`config.mk`:
```
export PLATFORM = sky130hd
export DESIGN_NAME = i2c_master_top
export DESIGN_NICKNAME = d
export VERILOG_FILES = /design/src/design/i2c_pkg.sv /design/src/design/i2c_bit_ctrl.sv /design/src/design/i2c_byte_ctrl.sv /design/src/design/i2c_apb_regs.sv /design/src/design/i2c_master_top.sv
export SDC_FILE = /design/constraint.sdc
export NUM_CORES = 1
export LEC_CHECK = 0
export BUFFER_PORTS_ARGS = -buffer_cell sky130_fd_sc_hd__buf_2
export CORE_MARGIN = 2
export CORE_UTILIZATION = 59
export DETAILED_ROUTE_END_ITERATION = 12
export PLACE_DENSITY = 0.85
export SLEW_MARGIN = 20
export SYNTH_ARGS = -nofsm -noshare
export SYNTH_HDL_FRONTEND = slang
export SYNTH_SLANG_ARGS = --single-unit
```
`constraint.sdc`:
```
create_clock -name clk -period 2.79 [get_ports clk]
set_input_delay 0.1395 -clock clk [delete_from_list [all_inputs] [get_ports clk]]
set_output_delay 0.1395 -clock clk [all_outputs]
set_load 0.005 [all_outputs]
```
`src/design/i2c_pkg.sv`:
```
`default_nettype none

package i2c_pkg;

    localparam int unsigned SYS_CLK_HZ = 50_000_000;
    localparam int unsigned SCL_HZ     = 500_000;
    localparam int unsigned CLK_DIV    = SYS_CLK_HZ / (SCL_HZ * 4); // Clocks per quarter SCL

    // First byte of a 10-bit address header
    localparam logic [4:0] ADDR10_PREFIX = 5'b11110;

    // APB register map
    localparam logic [4:0] REG_ADDR   = 5'h00;
    localparam logic [4:0] REG_TXDATA = 5'h04;
    localparam logic [4:0] REG_CTRL   = 5'h08; // Bit 0 start, bit 1 rw
    localparam logic [4:0] REG_STATUS = 5'h0C; // Bit 0 busy, bit 1 done, bit 2 nack
    localparam logic [4:0] REG_RXDATA = 5'h10;

    typedef enum logic [1:0] {
        BIT_START,
        BIT_STOP,
        BIT_WRITE,
        BIT_READ
    } bit_cmd_t;

    typedef enum logic [3:0] {
        IDLE,
        START,
        ADDR_HI,
        ADDR_LO,
        RESTART,
        ADDR_HI_RD,
        DATA_WR,
        DATA_RD,
        ACK_OUT,
        STOP
    } txn_state_t;

endpackage

`default_nettype wire

```
`src/design/i2c_bit_ctrl.sv`:
```
`timescale 1ns/1ps
`default_nettype none

module i2c_bit_ctrl import i2c_pkg::*; (
    input  wire logic     clk,
    input  wire logic     rst,
    input  wire bit_cmd_t cmd,
    input  wire logic     cmd_valid,
    input  wire logic     bit_tx,
    output logic          cmd_done,
    output logic          bit_rx,
    output logic          scl,
    output logic          sda_oe,    // 1 pulls SDA low
    input  wire logic     sda_in
);

    logic                       active;
    logic [$clog2(CLK_DIV)-1:0] div_cnt;
    logic [1:0]                 phase;
    logic                       quarter_tick;

    // Line levels for one quarter of a command, returned as {scl, sda_oe}
    function automatic logic [1:0] phase_levels(
        input bit_cmd_t   c,
        input logic [1:0] ph,
        input logic       tx,
        input logic       scl_now
    );
        logic [1:0] lv;
        logic       scl_high;
        scl_high = (ph == 2'd1) || (ph == 2'd2);
        case (c)
            BIT_START: begin
                // Release SDA first so a repeated START works from SCL low
                case (ph)
                    2'd0:    lv = {scl_now, 1'b0};
                    2'd1:    lv = 2'b10;
                    2'd2:    lv = 2'b11;  // SDA falls with SCL high
                    default: lv = 2'b01;
                endcase
            end
            BIT_STOP: begin
                case (ph)
                    2'd0:    lv = 2'b01;
                    2'd1:    lv = 2'b11;
                    default: lv = 2'b10;  // SDA rises with SCL high
                endcase
            end
            BIT_WRITE: lv = {scl_high, ~tx};
            default:   lv = {scl_high, 1'b0}; // Read leaves SDA to the slave
        endcase
        return lv;
    endfunction

    assign quarter_tick = active && (div_cnt == $bits(div_cnt)'(CLK_DIV - 1));
    assign cmd_done     = quarter_tick && (phase == 2'd3);

    always_ff @(posedge clk or posedge rst) begin
        if (rst) begin
            active  <= 1'b0;
            div_cnt <= '0;
            phase   <= '0;
            scl     <= 1'b1;
            sda_oe  <= 1'b0;
        end else if (!active) begin
            if (cmd_valid) begin   // New command restarts the divider
                active          <= 1'b1;
                div_cnt         <= '0;
                phase           <= '0;
                {scl, sda_oe}   <= phase_levels(cmd, 2'd0, bit_tx, scl);
            end
        end else if (quarter_tick) begin
            div_cnt <= '0;
            phase   <= phase + 2'd1;
            if (phase == 2'd3)
                active <= 1'b0;    // Lines hold their last levels while idle
            else
                {scl, sda_oe} <= phase_levels(cmd, phase + 2'd1, bit_tx, scl);
        end else begin
            div_cnt <= div_cnt + 1'b1;
        end
    end

    // Middle of the SCL high phase
    always_ff @(posedge clk) begin
        if (quarter_tick && (phase == 2'd1))
            bit_rx <= sda_in;
    end

    a_cmd_held: assert property (
        @(posedge clk) disable iff (rst)
        cmd_valid && !cmd_done |=> cmd_valid && $stable(cmd)
    ) else $error("cmd_valid or cmd changed before cmd_done");

endmodule

`default_nettype wire

```
`src/design/i2c_byte_ctrl.sv`:
```
`timescale 1ns/1ps
`default_nettype none

module i2c_byte_ctrl import i2c_pkg::*; (
    input  wire logic       clk,
    input  wire logic       rst,
    input  wire logic       start_req,
    input  wire logic       rw,          // 1 means read
    input  wire logic [9:0] slave_addr,
    input  wire logic [7:0] tx_data,
    output logic            busy,
    output logic            done,
    output logic            nack,
    output logic [7:0]      rx_data,
    output bit_cmd_t        cmd,
    output logic            cmd_valid,
    output logic            bit_tx,
    input  wire logic       cmd_done,
    input  wire logic       bit_rx
);

    txn_state_t state;
    logic [7:0] shreg;
    logic [3:0] bit_cnt;
    logic       ack_slot;

    assign ack_slot  = (bit_cnt == 4'd8);  // Ninth bit of a sent byte
    assign cmd_valid = (state != IDLE);

    // Command follows the state, so it stays put until cmd_done
    always_comb begin
        cmd    = BIT_WRITE;
        bit_tx = shreg[7];
        case (state)
            START, RESTART: cmd = BIT_START;
            STOP:           cmd = BIT_STOP;
            DATA_RD:        cmd = BIT_READ;
            ACK_OUT:        bit_tx = 1'b1;     // NACK the only data byte
            ADDR_HI, ADDR_LO, ADDR_HI_RD, DATA_WR: begin
                if (ack_slot)
                    cmd = BIT_READ;
            end
            default: ;
        endcase
    end

    always_ff @(posedge clk or posedge rst) begin
        if (rst) begin
            state   <= IDLE;
            shreg   <= '0;
            bit_cnt <= '0;
            busy    <= 1'b0;
            done    <= 1'b0;
            nack    <= 1'b0;
            rx_data <= '0;
        end else begin
            done <= 1'b0;
            if (state == IDLE) begin
                if (start_req) begin
                    state   <= START;
                    busy    <= 1'b1;
                    nack    <= 1'b0;
                    bit_cnt <= '0;
                    shreg   <= {ADDR10_PREFIX, slave_addr[9:8], 1'b0}; // Header, R/W = 0
                end
            end else if (cmd_done) begin
                case (state)
                    START: state <= ADDR_HI;
                    ADDR_HI, ADDR_LO, ADDR_HI_RD, DATA_WR: begin
                        if (!ack_slot) begin
                            shreg   <= {shreg[6:0], 1'b0};
                            bit_cnt <= bit_cnt + 4'd1;
                        end else if (bit_rx) begin
                            nack  <= 1'b1;         // Slave refused, finish with STOP
                            state <= STOP;
                        end else begin
                            bit_cnt <= '0;
                            case (state)
                                ADDR_HI: begin
                                    state <= ADDR_LO;
                                    shreg <= slave_addr[7:0];
                                end
                                ADDR_LO: begin
                                    state <= rw ? RESTART : DATA_WR;
                                    shreg <= tx_data;
                                end
                                ADDR_HI_RD: state <= DATA_RD;
                                default:    state <= STOP;
                            endcase
                        end
                    end
                    RESTART: begin
                        state <= ADDR_HI_RD;
                        shreg <= {ADDR10_PREFIX, slave_addr[9:8], 1'b1};
                    end
                    DATA_RD: begin
                        shreg   <= {shreg[6:0], bit_rx};
                        bit_cnt <= bit_cnt + 4'd1;
                        if (bit_cnt == 4'd7) begin
                            rx_data <= {shreg[6:0], bit_rx};
                            state   <= ACK_OUT;
                        end
                    end
                    ACK_OUT: state <= STOP;
                    default: begin          // STOP finished
                        state <= IDLE;
                        busy  <= 1'b0;
                        done  <= 1'b1;
                    end
                endcase
            end
        end
    end

    // The register file must hold start_req off for the whole transfer
    a_no_start_busy: assert property (
        @(posedge clk) disable iff (rst)
        start_req |-> !busy
    ) else $error("start_req while a transfer is running");

endmodule

`default_nettype wire

```
`src/design/i2c_apb_regs.sv`:
```
`timescale 1ns/1ps
`default_nettype none

module i2c_apb_regs import i2c_pkg::*; (
    input  wire logic        clk,
    input  wire logic        rst,
    input  wire logic        psel,
    input  wire logic        penable,
    input  wire logic        pwrite,
    input  wire logic [4:0]  paddr,
    input  wire logic [31:0] pwdata,
    output logic [31:0]      prdata,
    output logic             pready,
    output logic             pslverr,
    output logic             start_req,
    output logic             rw,
    output logic [9:0]       slave_addr,
    output logic [7:0]       tx_data,
    input  wire logic        busy,
    input  wire logic        done,
    input  wire logic        nack,
    input  wire logic [7:0]  rx_data
);

    logic access;
    logic locked;
    logic mapped;
    logic read_only;
    logic done_flag;
    logic nack_flag;

    assign access    = psel && penable;
    assign locked    = busy || start_req;  // Covers the cycle before busy rises
    assign mapped    = paddr inside {REG_ADDR, REG_TXDATA, REG_CTRL, REG_STATUS, REG_RXDATA};
    assign read_only = (paddr == REG_STATUS) || (paddr == REG_RXDATA);
    assign pready    = 1'b1;

    assign pslverr = access && (!mapped || (pwrite && read_only) ||
                     (pwrite && (paddr == REG_CTRL) && pwdata[0] && locked));

    always_comb begin
        prdata = '0;
        case (paddr)
            REG_ADDR:   prdata[9:0] = slave_addr;
            REG_TXDATA: prdata[7:0] = tx_data;
            REG_CTRL:   prdata[1]   = rw;
            REG_STATUS: prdata[2:0] = {nack_flag, done_flag, busy};
            REG_RXDATA: prdata[7:0] = rx_data;
            default: ;
        endcase
    end

    always_ff @(posedge clk or posedge rst) begin
        if (rst) begin
            start_req  <= 1'b0;
            rw         <= 1'b0;
            slave_addr <= '0;
            tx_data    <= '0;
            done_flag  <= 1'b0;
            nack_flag  <= 1'b0;
        end else begin
            start_req <= 1'b0;
            if (done) begin        // Sticky until the next start
                done_flag <= 1'b1;
                nack_flag <= nack;
            end
            if (access && pwrite && !locked) begin
                case (paddr)
                    REG_ADDR:   slave_addr <= pwdata[9:0];
                    REG_TXDATA: tx_data    <= pwdata[7:0];
                    REG_CTRL: begin
                        rw <= pwdata[1];
                        if (pwdata[0]) begin
                            start_req <= 1'b1;
                            done_flag <= 1'b0;
                            nack_flag <= 1'b0;
                        end
                    end
                    default: ;
                endcase
            end
        end
    end

    a_apb_enable: assert property (
        @(posedge clk) disable iff (rst)
        penable |-> psel
    ) else $error("penable high without psel");

endmodule

`default_nettype wire

```
`src/design/i2c_master_top.sv`:
```
`timescale 1ns/1ps
`default_nettype none

module i2c_master_top import i2c_pkg::*; (
    input  wire logic        clk,
    input  wire logic        rst,
    input  wire logic        psel,
    input  wire logic        penable,
    input  wire logic        pwrite,
    input  wire logic [4:0]  paddr,
    input  wire logic [31:0] pwdata,
    output logic [31:0]      prdata,
    output logic             pready,
    output logic             pslverr,
    output logic             scl,
    output logic             sda_oe,
    input  wire logic        sda_in
);

    // Register file to byte controller
    logic       start_req;
    logic       rw;
    logic [9:0] slave_addr;
    logic [7:0] tx_data;
    logic       busy;
    logic       done;
    logic       nack;
    logic [7:0] rx_data;

    // Byte controller to bit controller
    bit_cmd_t   cmd;
    logic       cmd_valid;
    logic       bit_tx;
    logic       cmd_done;
    logic       bit_rx;

    i2c_apb_regs i2c_apb_regs_inst (
        .clk        (clk),
        .rst        (rst),
        .psel       (psel),
        .penable    (penable),
        .pwrite     (pwrite),
        .paddr      (paddr),
        .pwdata     (pwdata),
        .prdata     (prdata),
        .pready     (pready),
        .pslverr    (pslverr),
        .start_req  (start_req),
        .rw         (rw),
        .slave_addr (slave_addr),
        .tx_data    (tx_data),
        .busy       (busy),
        .done       (done),
        .nack       (nack),
        .rx_data    (rx_data)
    );

    i2c_byte_ctrl i2c_byte_ctrl_inst (
        .clk        (clk),
        .rst        (rst),
        .start_req  (start_req),
        .rw         (rw),
        .slave_addr (slave_addr),
        .tx_data    (tx_data),
        .busy       (busy),
        .done       (done),
        .nack       (nack),
        .rx_data    (rx_data),
        .cmd        (cmd),
        .cmd_valid  (cmd_valid),
        .bit_tx     (bit_tx),
        .cmd_done   (cmd_done),
        .bit_rx     (bit_rx)
    );

    i2c_bit_ctrl i2c_bit_ctrl_inst (
        .clk        (clk),
        .rst        (rst),
        .cmd        (cmd),
        .cmd_valid  (cmd_valid),
        .bit_tx     (bit_tx),
        .cmd_done   (cmd_done),
        .bit_rx     (bit_rx),
        .scl        (scl),
        .sda_oe     (sda_oe),
        .sda_in     (sda_in)
    );

endmodule

`default_nettype wire

```
==> run_results.csv, run 1 <==
group,metric,value,unit
timing,finalHoldViolations,0,
outcome,outcome,"finished, final reports clean",
timing,rsz0062_at_grt,"no",
setup_path,crit_fanout,8,
yosys,syn_area_per_cell,10.1,um^2
pwr,ir_drop,0.000330,V
timing,finalCriticalPeriod,2310,ps
yosys,synth_flop_cell,"dfrtp_1",
global_route,first_global_vias,2885,
cts,root_buffer,"clkbuf_8",
yosys,synth.most_common_cell,"dfrtp_1",
place,dpl_cell_area,3830,um^2
layout,fin_area,4090,um^2
routing,wirelength,7.97,mm
timing,setup_violations,0,
cts,postCtsSetupBuffers,0,
timing,slew_viol_final,0,
timing,worstMarginPinSlew,723,ps
cts,clk_pin_slew,70,ps
yosys,synth_seq_cells,60,
routing,vias,2904,
yosys,async_flop_share,98.3,%
layout,finalNetCount,453,
timing,clock_skew,11.0,ps
place,portBuffers,33,
setup_path,reg2reg_depth,6,
global_route,antenna_found_initial,0,
place,numPlacedInstances,465,
yosys,ys_warn_count,0,
layout,final_cells,483,
routing,dr.pass1.iters,5,
die,core-area,5990,um^2
setup_path,critPathCaptureType,"flip-flop",
setup_path,critPathLaunchType,"flip-flop",
min_path,whs_path_depth,2,
setup_path,cp.arrival,2540,ps
die,row_count,28,
place,hpwl,5.74,mm
job,max-cap-violations,0,
timing,fmax,0.433,GHz
layout,antenna_cells,0,
die,die_y,83.1,um
place,place_congestion,0.874,
global_route,grt_use_total,24.1,%
routing,dr.first_iter.drc_count,334,
pwr,leakagePower,1.91,nW
setup_path,crit_type,"flip-flop to flip-flop",
yosys,synth-edff-count,1,
die,die_w,83.1,um
yosys,syn_area,3690,um^2
cts,cts.sinks,60,
die,die-area,6900,um^2
cts,numCtsBuffers,9,
global_route,grt_pass1_wl,13.5,mm
timing,fin_crit_sh,82.8,%
cts,clockBufferDepth,2,
timing,slew_headroom,51.8,%
min_path,min_path_type,"input pin to flip-flop",
routing,drt.antenna.violating_nets,0,
place,place_ws,508,ps
setup_path,cp_data_required_time,3020,ps
timing,tns,0,ps
cts,h-tree-depth,3,
timing,holdWs,17.8,ps
layout,syn_to_final_growth,10.9,%
timing,setup_slack,481,ps
cts,clkLatencyLatePin,350,ps
routing,drc_errors,0,
cts,cts_tree,"done",
yosys,synth.area.top_cells,"dfrtp_1 (39%), mux2_2 (7.9%), buf_4 (5.1%)",
yosys,synth_top_area_cell,"dfrtp_1",
routing,vias_per_cell,6.01,
layout,drive_gt1_share,26.5,%
die,ios,79,
yosys,synth_top_area_share,39.3,%
pwr,p_per_area,599,nW/um^2
routing,wire_per_inst,16.5,um
global_route,grt.overflow.total,0,
die,start_util,61.6,%
yosys,synth.top_cells.by_count,"dfrtp_1 (58), nand2_1 (35), mux2_2 (26), buf_4 (25), nor2_1 (24)",
global_route,grt_start_max_net_pins,27,
yosys,ys_types,67,
yosys,syn-instance-count,366,
yosys,seq_area_frac_synth,40.9,%
[state kept, by name, summed over array words and instances, names as in the netlist, 2 cells and up]
signal / count
i2c_bit_ctrl_inst.div_cnt: 5
i2c_byte_ctrl_inst.state: 4
i2c_byte_ctrl_inst.shreg: 8
i2c_apb_regs_inst.tx_data: 8
i2c_byte_ctrl_inst.rx_data: 8
i2c_byte_ctrl_inst.bit_cnt: 4
i2c_bit_ctrl_inst.phase: 2
i2c_apb_regs_inst.slave_addr: 10
[metrics by stage]
step	util (%)	total power, mW
after floorplan	-	1.44
after global placement	64.0	1.51
after detailed placement	64.0	1.55
after CTS	68.3	2.46
after global routing	68.3	2.59
final	68.3	2.45
[worst max-delay path, cell delays in order, from the launching register on]
cell and delay, ps:
dfrtp_1 420, inv_1 80, ha_1 200, and4b_1 290
nand3_1 220, nor3_4 580, mux2_2 410
[layout make-up]
class / count / area (um^2)
inverters: 17 / 63.8
clock inverters: 5 / 83.8
fillers: 452 / 1900
flip-flops and latches: 60 / 1510
multi-input cells: 271 / 1940
clock buffers: 11 / 151
repair buffers: 44 / 253
well taps: 75 / 93.8
[path summary, 6_finish.rpt]
check / slack, ps / start / to
setup / recovery: 480 / i2c_bit_ctrl_inst.div_cnt[0] / i2c_byte_ctrl_inst.rx_data[1]
hold / removal: 20 / pwdata[9] / i2c_apb_regs_inst.slave_addr[9]
setup reg to reg: 480 / i2c_bit_ctrl_inst.div_cnt[0] / i2c_byte_ctrl_inst.rx_data[1]
hold reg to reg: 490 / i2c_bit_ctrl_inst.sda_oe / i2c_bit_ctrl_inst.sda_oe
max in group asynchronous: 1730 / rst / i2c_byte_ctrl_inst.bit_cnt[1]
min in group asynchronous: 370 / rst / i2c_byte_ctrl_inst.shreg[2]
[timing repair]
item,CTS,global route
gates resized for setup,0,0
endpoints found under the hold margin,25,0
hold buffers,2,0
[power breakdown]
part / leakage (nW) / internal, mW / total, mW / switching (mW)
registers: 0.794 / 0.983 / 1.11 / 0.130
clock network: 0.112 / 0.553 / 0.908 / 0.356
logic: 1.01 / 0.202 / 0.428 / 0.226
total: 1.91 / 1.74 / 2.45 / 0.712
[cells by family (layout without fill, tap and decap cells)]
logic type | after synthesis | count (layout) | share of synthesized area, %
simple gates | 111 | 111 | 17.0
compound gates | 80 | 80 | 15.8
flops | 60 | 60 | 40.9
buf+inv | 56 | 77 | 8.92
mux | 43 | 43 | 13.1
fa+ha+maj | 8 | 8 | 2.65
xor+xnor | 6 | 6 | 1.42
other cells | 2 | 23 | 0.204
[layout by cell type, fill, tap and decap left out, drive strengths merged, types with 4 or more instances in the layout]
cell,Yosys,routed
clkbuf,2,11
o21ai,23,23
mux2i,12,12
nand3,9,9
and2,4,4
a31oi,5,5
mux2,31,31
nor3,10,10
nor2,24,24
o31ai,5,5
nand2,35,35
o21a,4,4
nor2b,5,5
buf,37,42
dfrtp,58,58
conb,2,23
a211oi,6,6
a222oi,5,5
o22ai,5,5
xor2,4,4
ha,7,7
nand2b,4,4
a21oi,10,10
inv,17,17
[per-layer routing]
layer / vias up / global-route usage (%) / wire length [um]
met5: - / 0 / 0
met1: 1410 / 30.9 / 3320
li1: 1351 / - / -
met2: 128 / 38.9 / 3940
met3: 15 / 4.57 / 532
met4: 0 / 12.7 / 178
No activity file was read; power rests on OpenSTA's default activity.
==> run 2: changes to the inputs <==
CORE_UTILIZATION = 50   (was 59)
PLACE_DENSITY = 0.77   (was 0.85)
clock period = 1.9 ns   (was 2.79 ns; I/O delays follow)
==> run_results.csv, run 2 (synthesis gave the netlist of run 1 again) <==
group,metric,value,unit
job,max-cap-violations,0,
cts,numCtsBuffers,9,
layout,multi_input_area,1990,um^2
setup_path,slowest_delay,450,ps
layout,largest-register,"i2c_apb_regs_inst.slave_addr",
timing,rsz0062_at_grt,"yes",
layout,final_common_cell,"dfrtp_1",
cts,cts_tree,"done",
layout,antenna_cells,0,
pwr,fin_total_pwr,3.66,mW
timing,finalHoldViolations,0,
setup_path,regToRegEndpoint,"i2c_byte_ctrl_inst.state[1]",
cts,h-tree-depth,3,
layout,fillCellCount,566,
die,die_w,89.9,um
die,die-area,8080,um^2
die,ios,79,
timing,slew_viol_final,0,
die,start_util,51.1,%
min_path,min_path_type,"input pin to flip-flop",
routing,dr.first_iter.drc_count,200,
pwr,p_sw_share,29.5,%
global_route,grt_pass1_wl,14.0,mm
global_route,grt.overflow.total,0,
global_route,grt_start_max_net_pins,41,
cts,clk_pin_slew,70,ps
pwr,leakagePower,2.21,nW
pwr,netSwitchingPower,1.08,mW
routing,drc_errors,0,
layout,finalNetCount,509,
pwr,p_int,2.58,mW
pwr,p_comb_share,21.8,%
setup_path,cp-startpoint,"i2c_byte_ctrl_inst.state[0]",
layout,final_util,64.6,%
setup_path,critical_path.cell_chain,"buf_12 -> nor4_4 -> buf_4 -> and2_4 -> o221a_4 -> mux2_4",
setup_path,crit_fanout,6,
die,row_count,31,
place,place_congestion,0.868,
global_route,first_global_vias,3022,
layout,syn_to_final_growth,26.4,%
setup_path,cp.arrival,2080,ps
global_route,grt_use_total,21.5,%
pwr,ir_drop,0.000570,V
cts,cts.sinks,60,
place,portBuffers,33,
layout,largest_register_ffs,10,
layout,final_cell_mix,"dfrtp_1 (54), buf_4 (51), nand2_1 (34)",
timing,fin_crit_sh,97.3,%
timing,setup_violations,0,
layout,drive_gt1_share,36.0,%
die,die_y,89.9,um
cts,root_buffer,"clkbuf_8",
routing,vias,3161,
setup_path,crit_path_end,"i2c_byte_ctrl_inst.state[1]",
routing,drt.antenna.violating_nets,0,
setup_path,reg2reg_slack,50,ps
timing,fmax,0.541,GHz
cts,clkLatencyLatePin,350,ps
place,numPlacedInstances,519,
pwr,p_per_area,785,nW/um^2
setup_path,worstReg2RegStart,"i2c_byte_ctrl_inst.state[0]",
setup_path,critPathSlowestCell,"dfrtp_2",
timing,finalCriticalPeriod,1850,ps
routing,wirelength,8.78,mm
layout,regArea,1510,um^2
cts,clockBufferDepth,2,
setup_path,cp_data_required_time,2130,ps
timing,holdWs,15.0,ps
setup_path,critPathCaptureType,"flip-flop",
place,hpwl,5.89,mm
global_route,antenna_found_initial,0,
timing,clock_skew,11.8,ps
routing,dr.pass1.iters,5,
pwr,p_clk_share,34.7,%
die,core-area,7210,um^2
pwr,p_seq_share,43.5,%
routing,wire_per_inst,15.6,um
layout,final_cells,563,
setup_path,reg2reg_depth,6,
setup_path,critPathLaunchType,"flip-flop",
routing,vias_per_cell,5.61,
setup_path,crit_type,"flip-flop to flip-flop",
outcome,outcome,"finished, final reports clean",
## run 2: changes by cell type in the layout (fill, tap and decap cells not counted), sizes merged
| cell | before | now |
|---|---|---|
| inv | 17 | 18 |
| clkinvlp | 2 | 0 |
| dlygate4sd3 | 2 | 10 |
| buf | 42 | 89 |
| clkinv | 1 | 3 |
## run 2: repair_timing
| action | in CTS | in global routing |
|---|---|---|
| cloned | 0 | 2 |
| pin swaps | 2 | 6 |
| gates resized for setup | 4 | 15 |
| buffers inserted | 4 | 12 |
| hold buffers | 10 | 0 |
| endpoints found under the setup margin | 7 | 24 |
| endpoints found under the hold margin | 33 | 0 |
## run 2: stage by stage
step	TNS, ps	instance area, um^2	setup WS (ps)
5_1_grt	-126	4660	-42.4
2_1_floorplan	0	3770	32.5
3_5_place_dp	-53.6	4130	-38.7
6_report	0	4660	51.5
4_1_cts	-7.26	4490	-7.26
3_3_place_gp	0	4130	2.59
## run 2: metal layers
| metal | wire length, um | GRT usage [%] | up-vias |
|---|---|---|---|
| met2 | 4340 | 36.0 | 107 |
| met3 | 426 | 3.77 | 29 |
| li1 | - | - | 1467 |
| met5 | 0 | 0 | - |
| met4 | 252 | 11.2 | 0 |
| met1 | 3770 | 26.6 | 1558 |
## run 2: power groups by stage
stage	Combinational, mW	Clock [mW]	Sequential [mW]
final	0.797	1.27	1.59
after global routing	0.894	1.34	1.62
after CTS	0.770	1.29	1.59
after detailed placement	0.734	0	1.61
after global placement	0.698	0	1.60
after floorplan	0.530	0	1.58
## run 2: layout make-up
class	instances	area share, %
Clock buffer	10	2.74
Clock inverter	6	1.88
Inverter	17	1.37
Sequential cell	60	32.4
Tap cell	99	2.66
Multi-Input combinational cell	271	42.7
Timing Repair Buffer	100	16.2
## run 2: worst min path at each step
| stage | from | to | slack [ps] | cells after the start |
|---|---|---|---|---|
| after global routing | pwdata[1] | i2c_apb_regs_inst.tx_data[1] | 20 | 2 |
| after floorplan | sda_in | i2c_bit_ctrl_inst.bit_rx | 190 | 0 |
| final | pwdata[1] | i2c_apb_regs_inst.rw | 20 | 2 |
| after global placement | rst | i2c_byte_ctrl_inst.state[1] | 140 | 2 |
| after CTS | pwdata[1] | i2c_apb_regs_inst.rw | 4 | 2 |
| after detailed placement | rst | i2c_byte_ctrl_inst.busy | 140 | 2 |
## run 2: worst max-delay path, delay by kind of cell, from the launching register on
| kind | cells | cell delay (ps) |
|---|---|---|
| AOI/OAI and AO/OA | 1 | 230 |
| buffers and inverters | 2 | 310 |
| DFF | 1 | 450 |
| muxes | 1 | 300 |
| and+or+nand+nor | 2 | 440 |
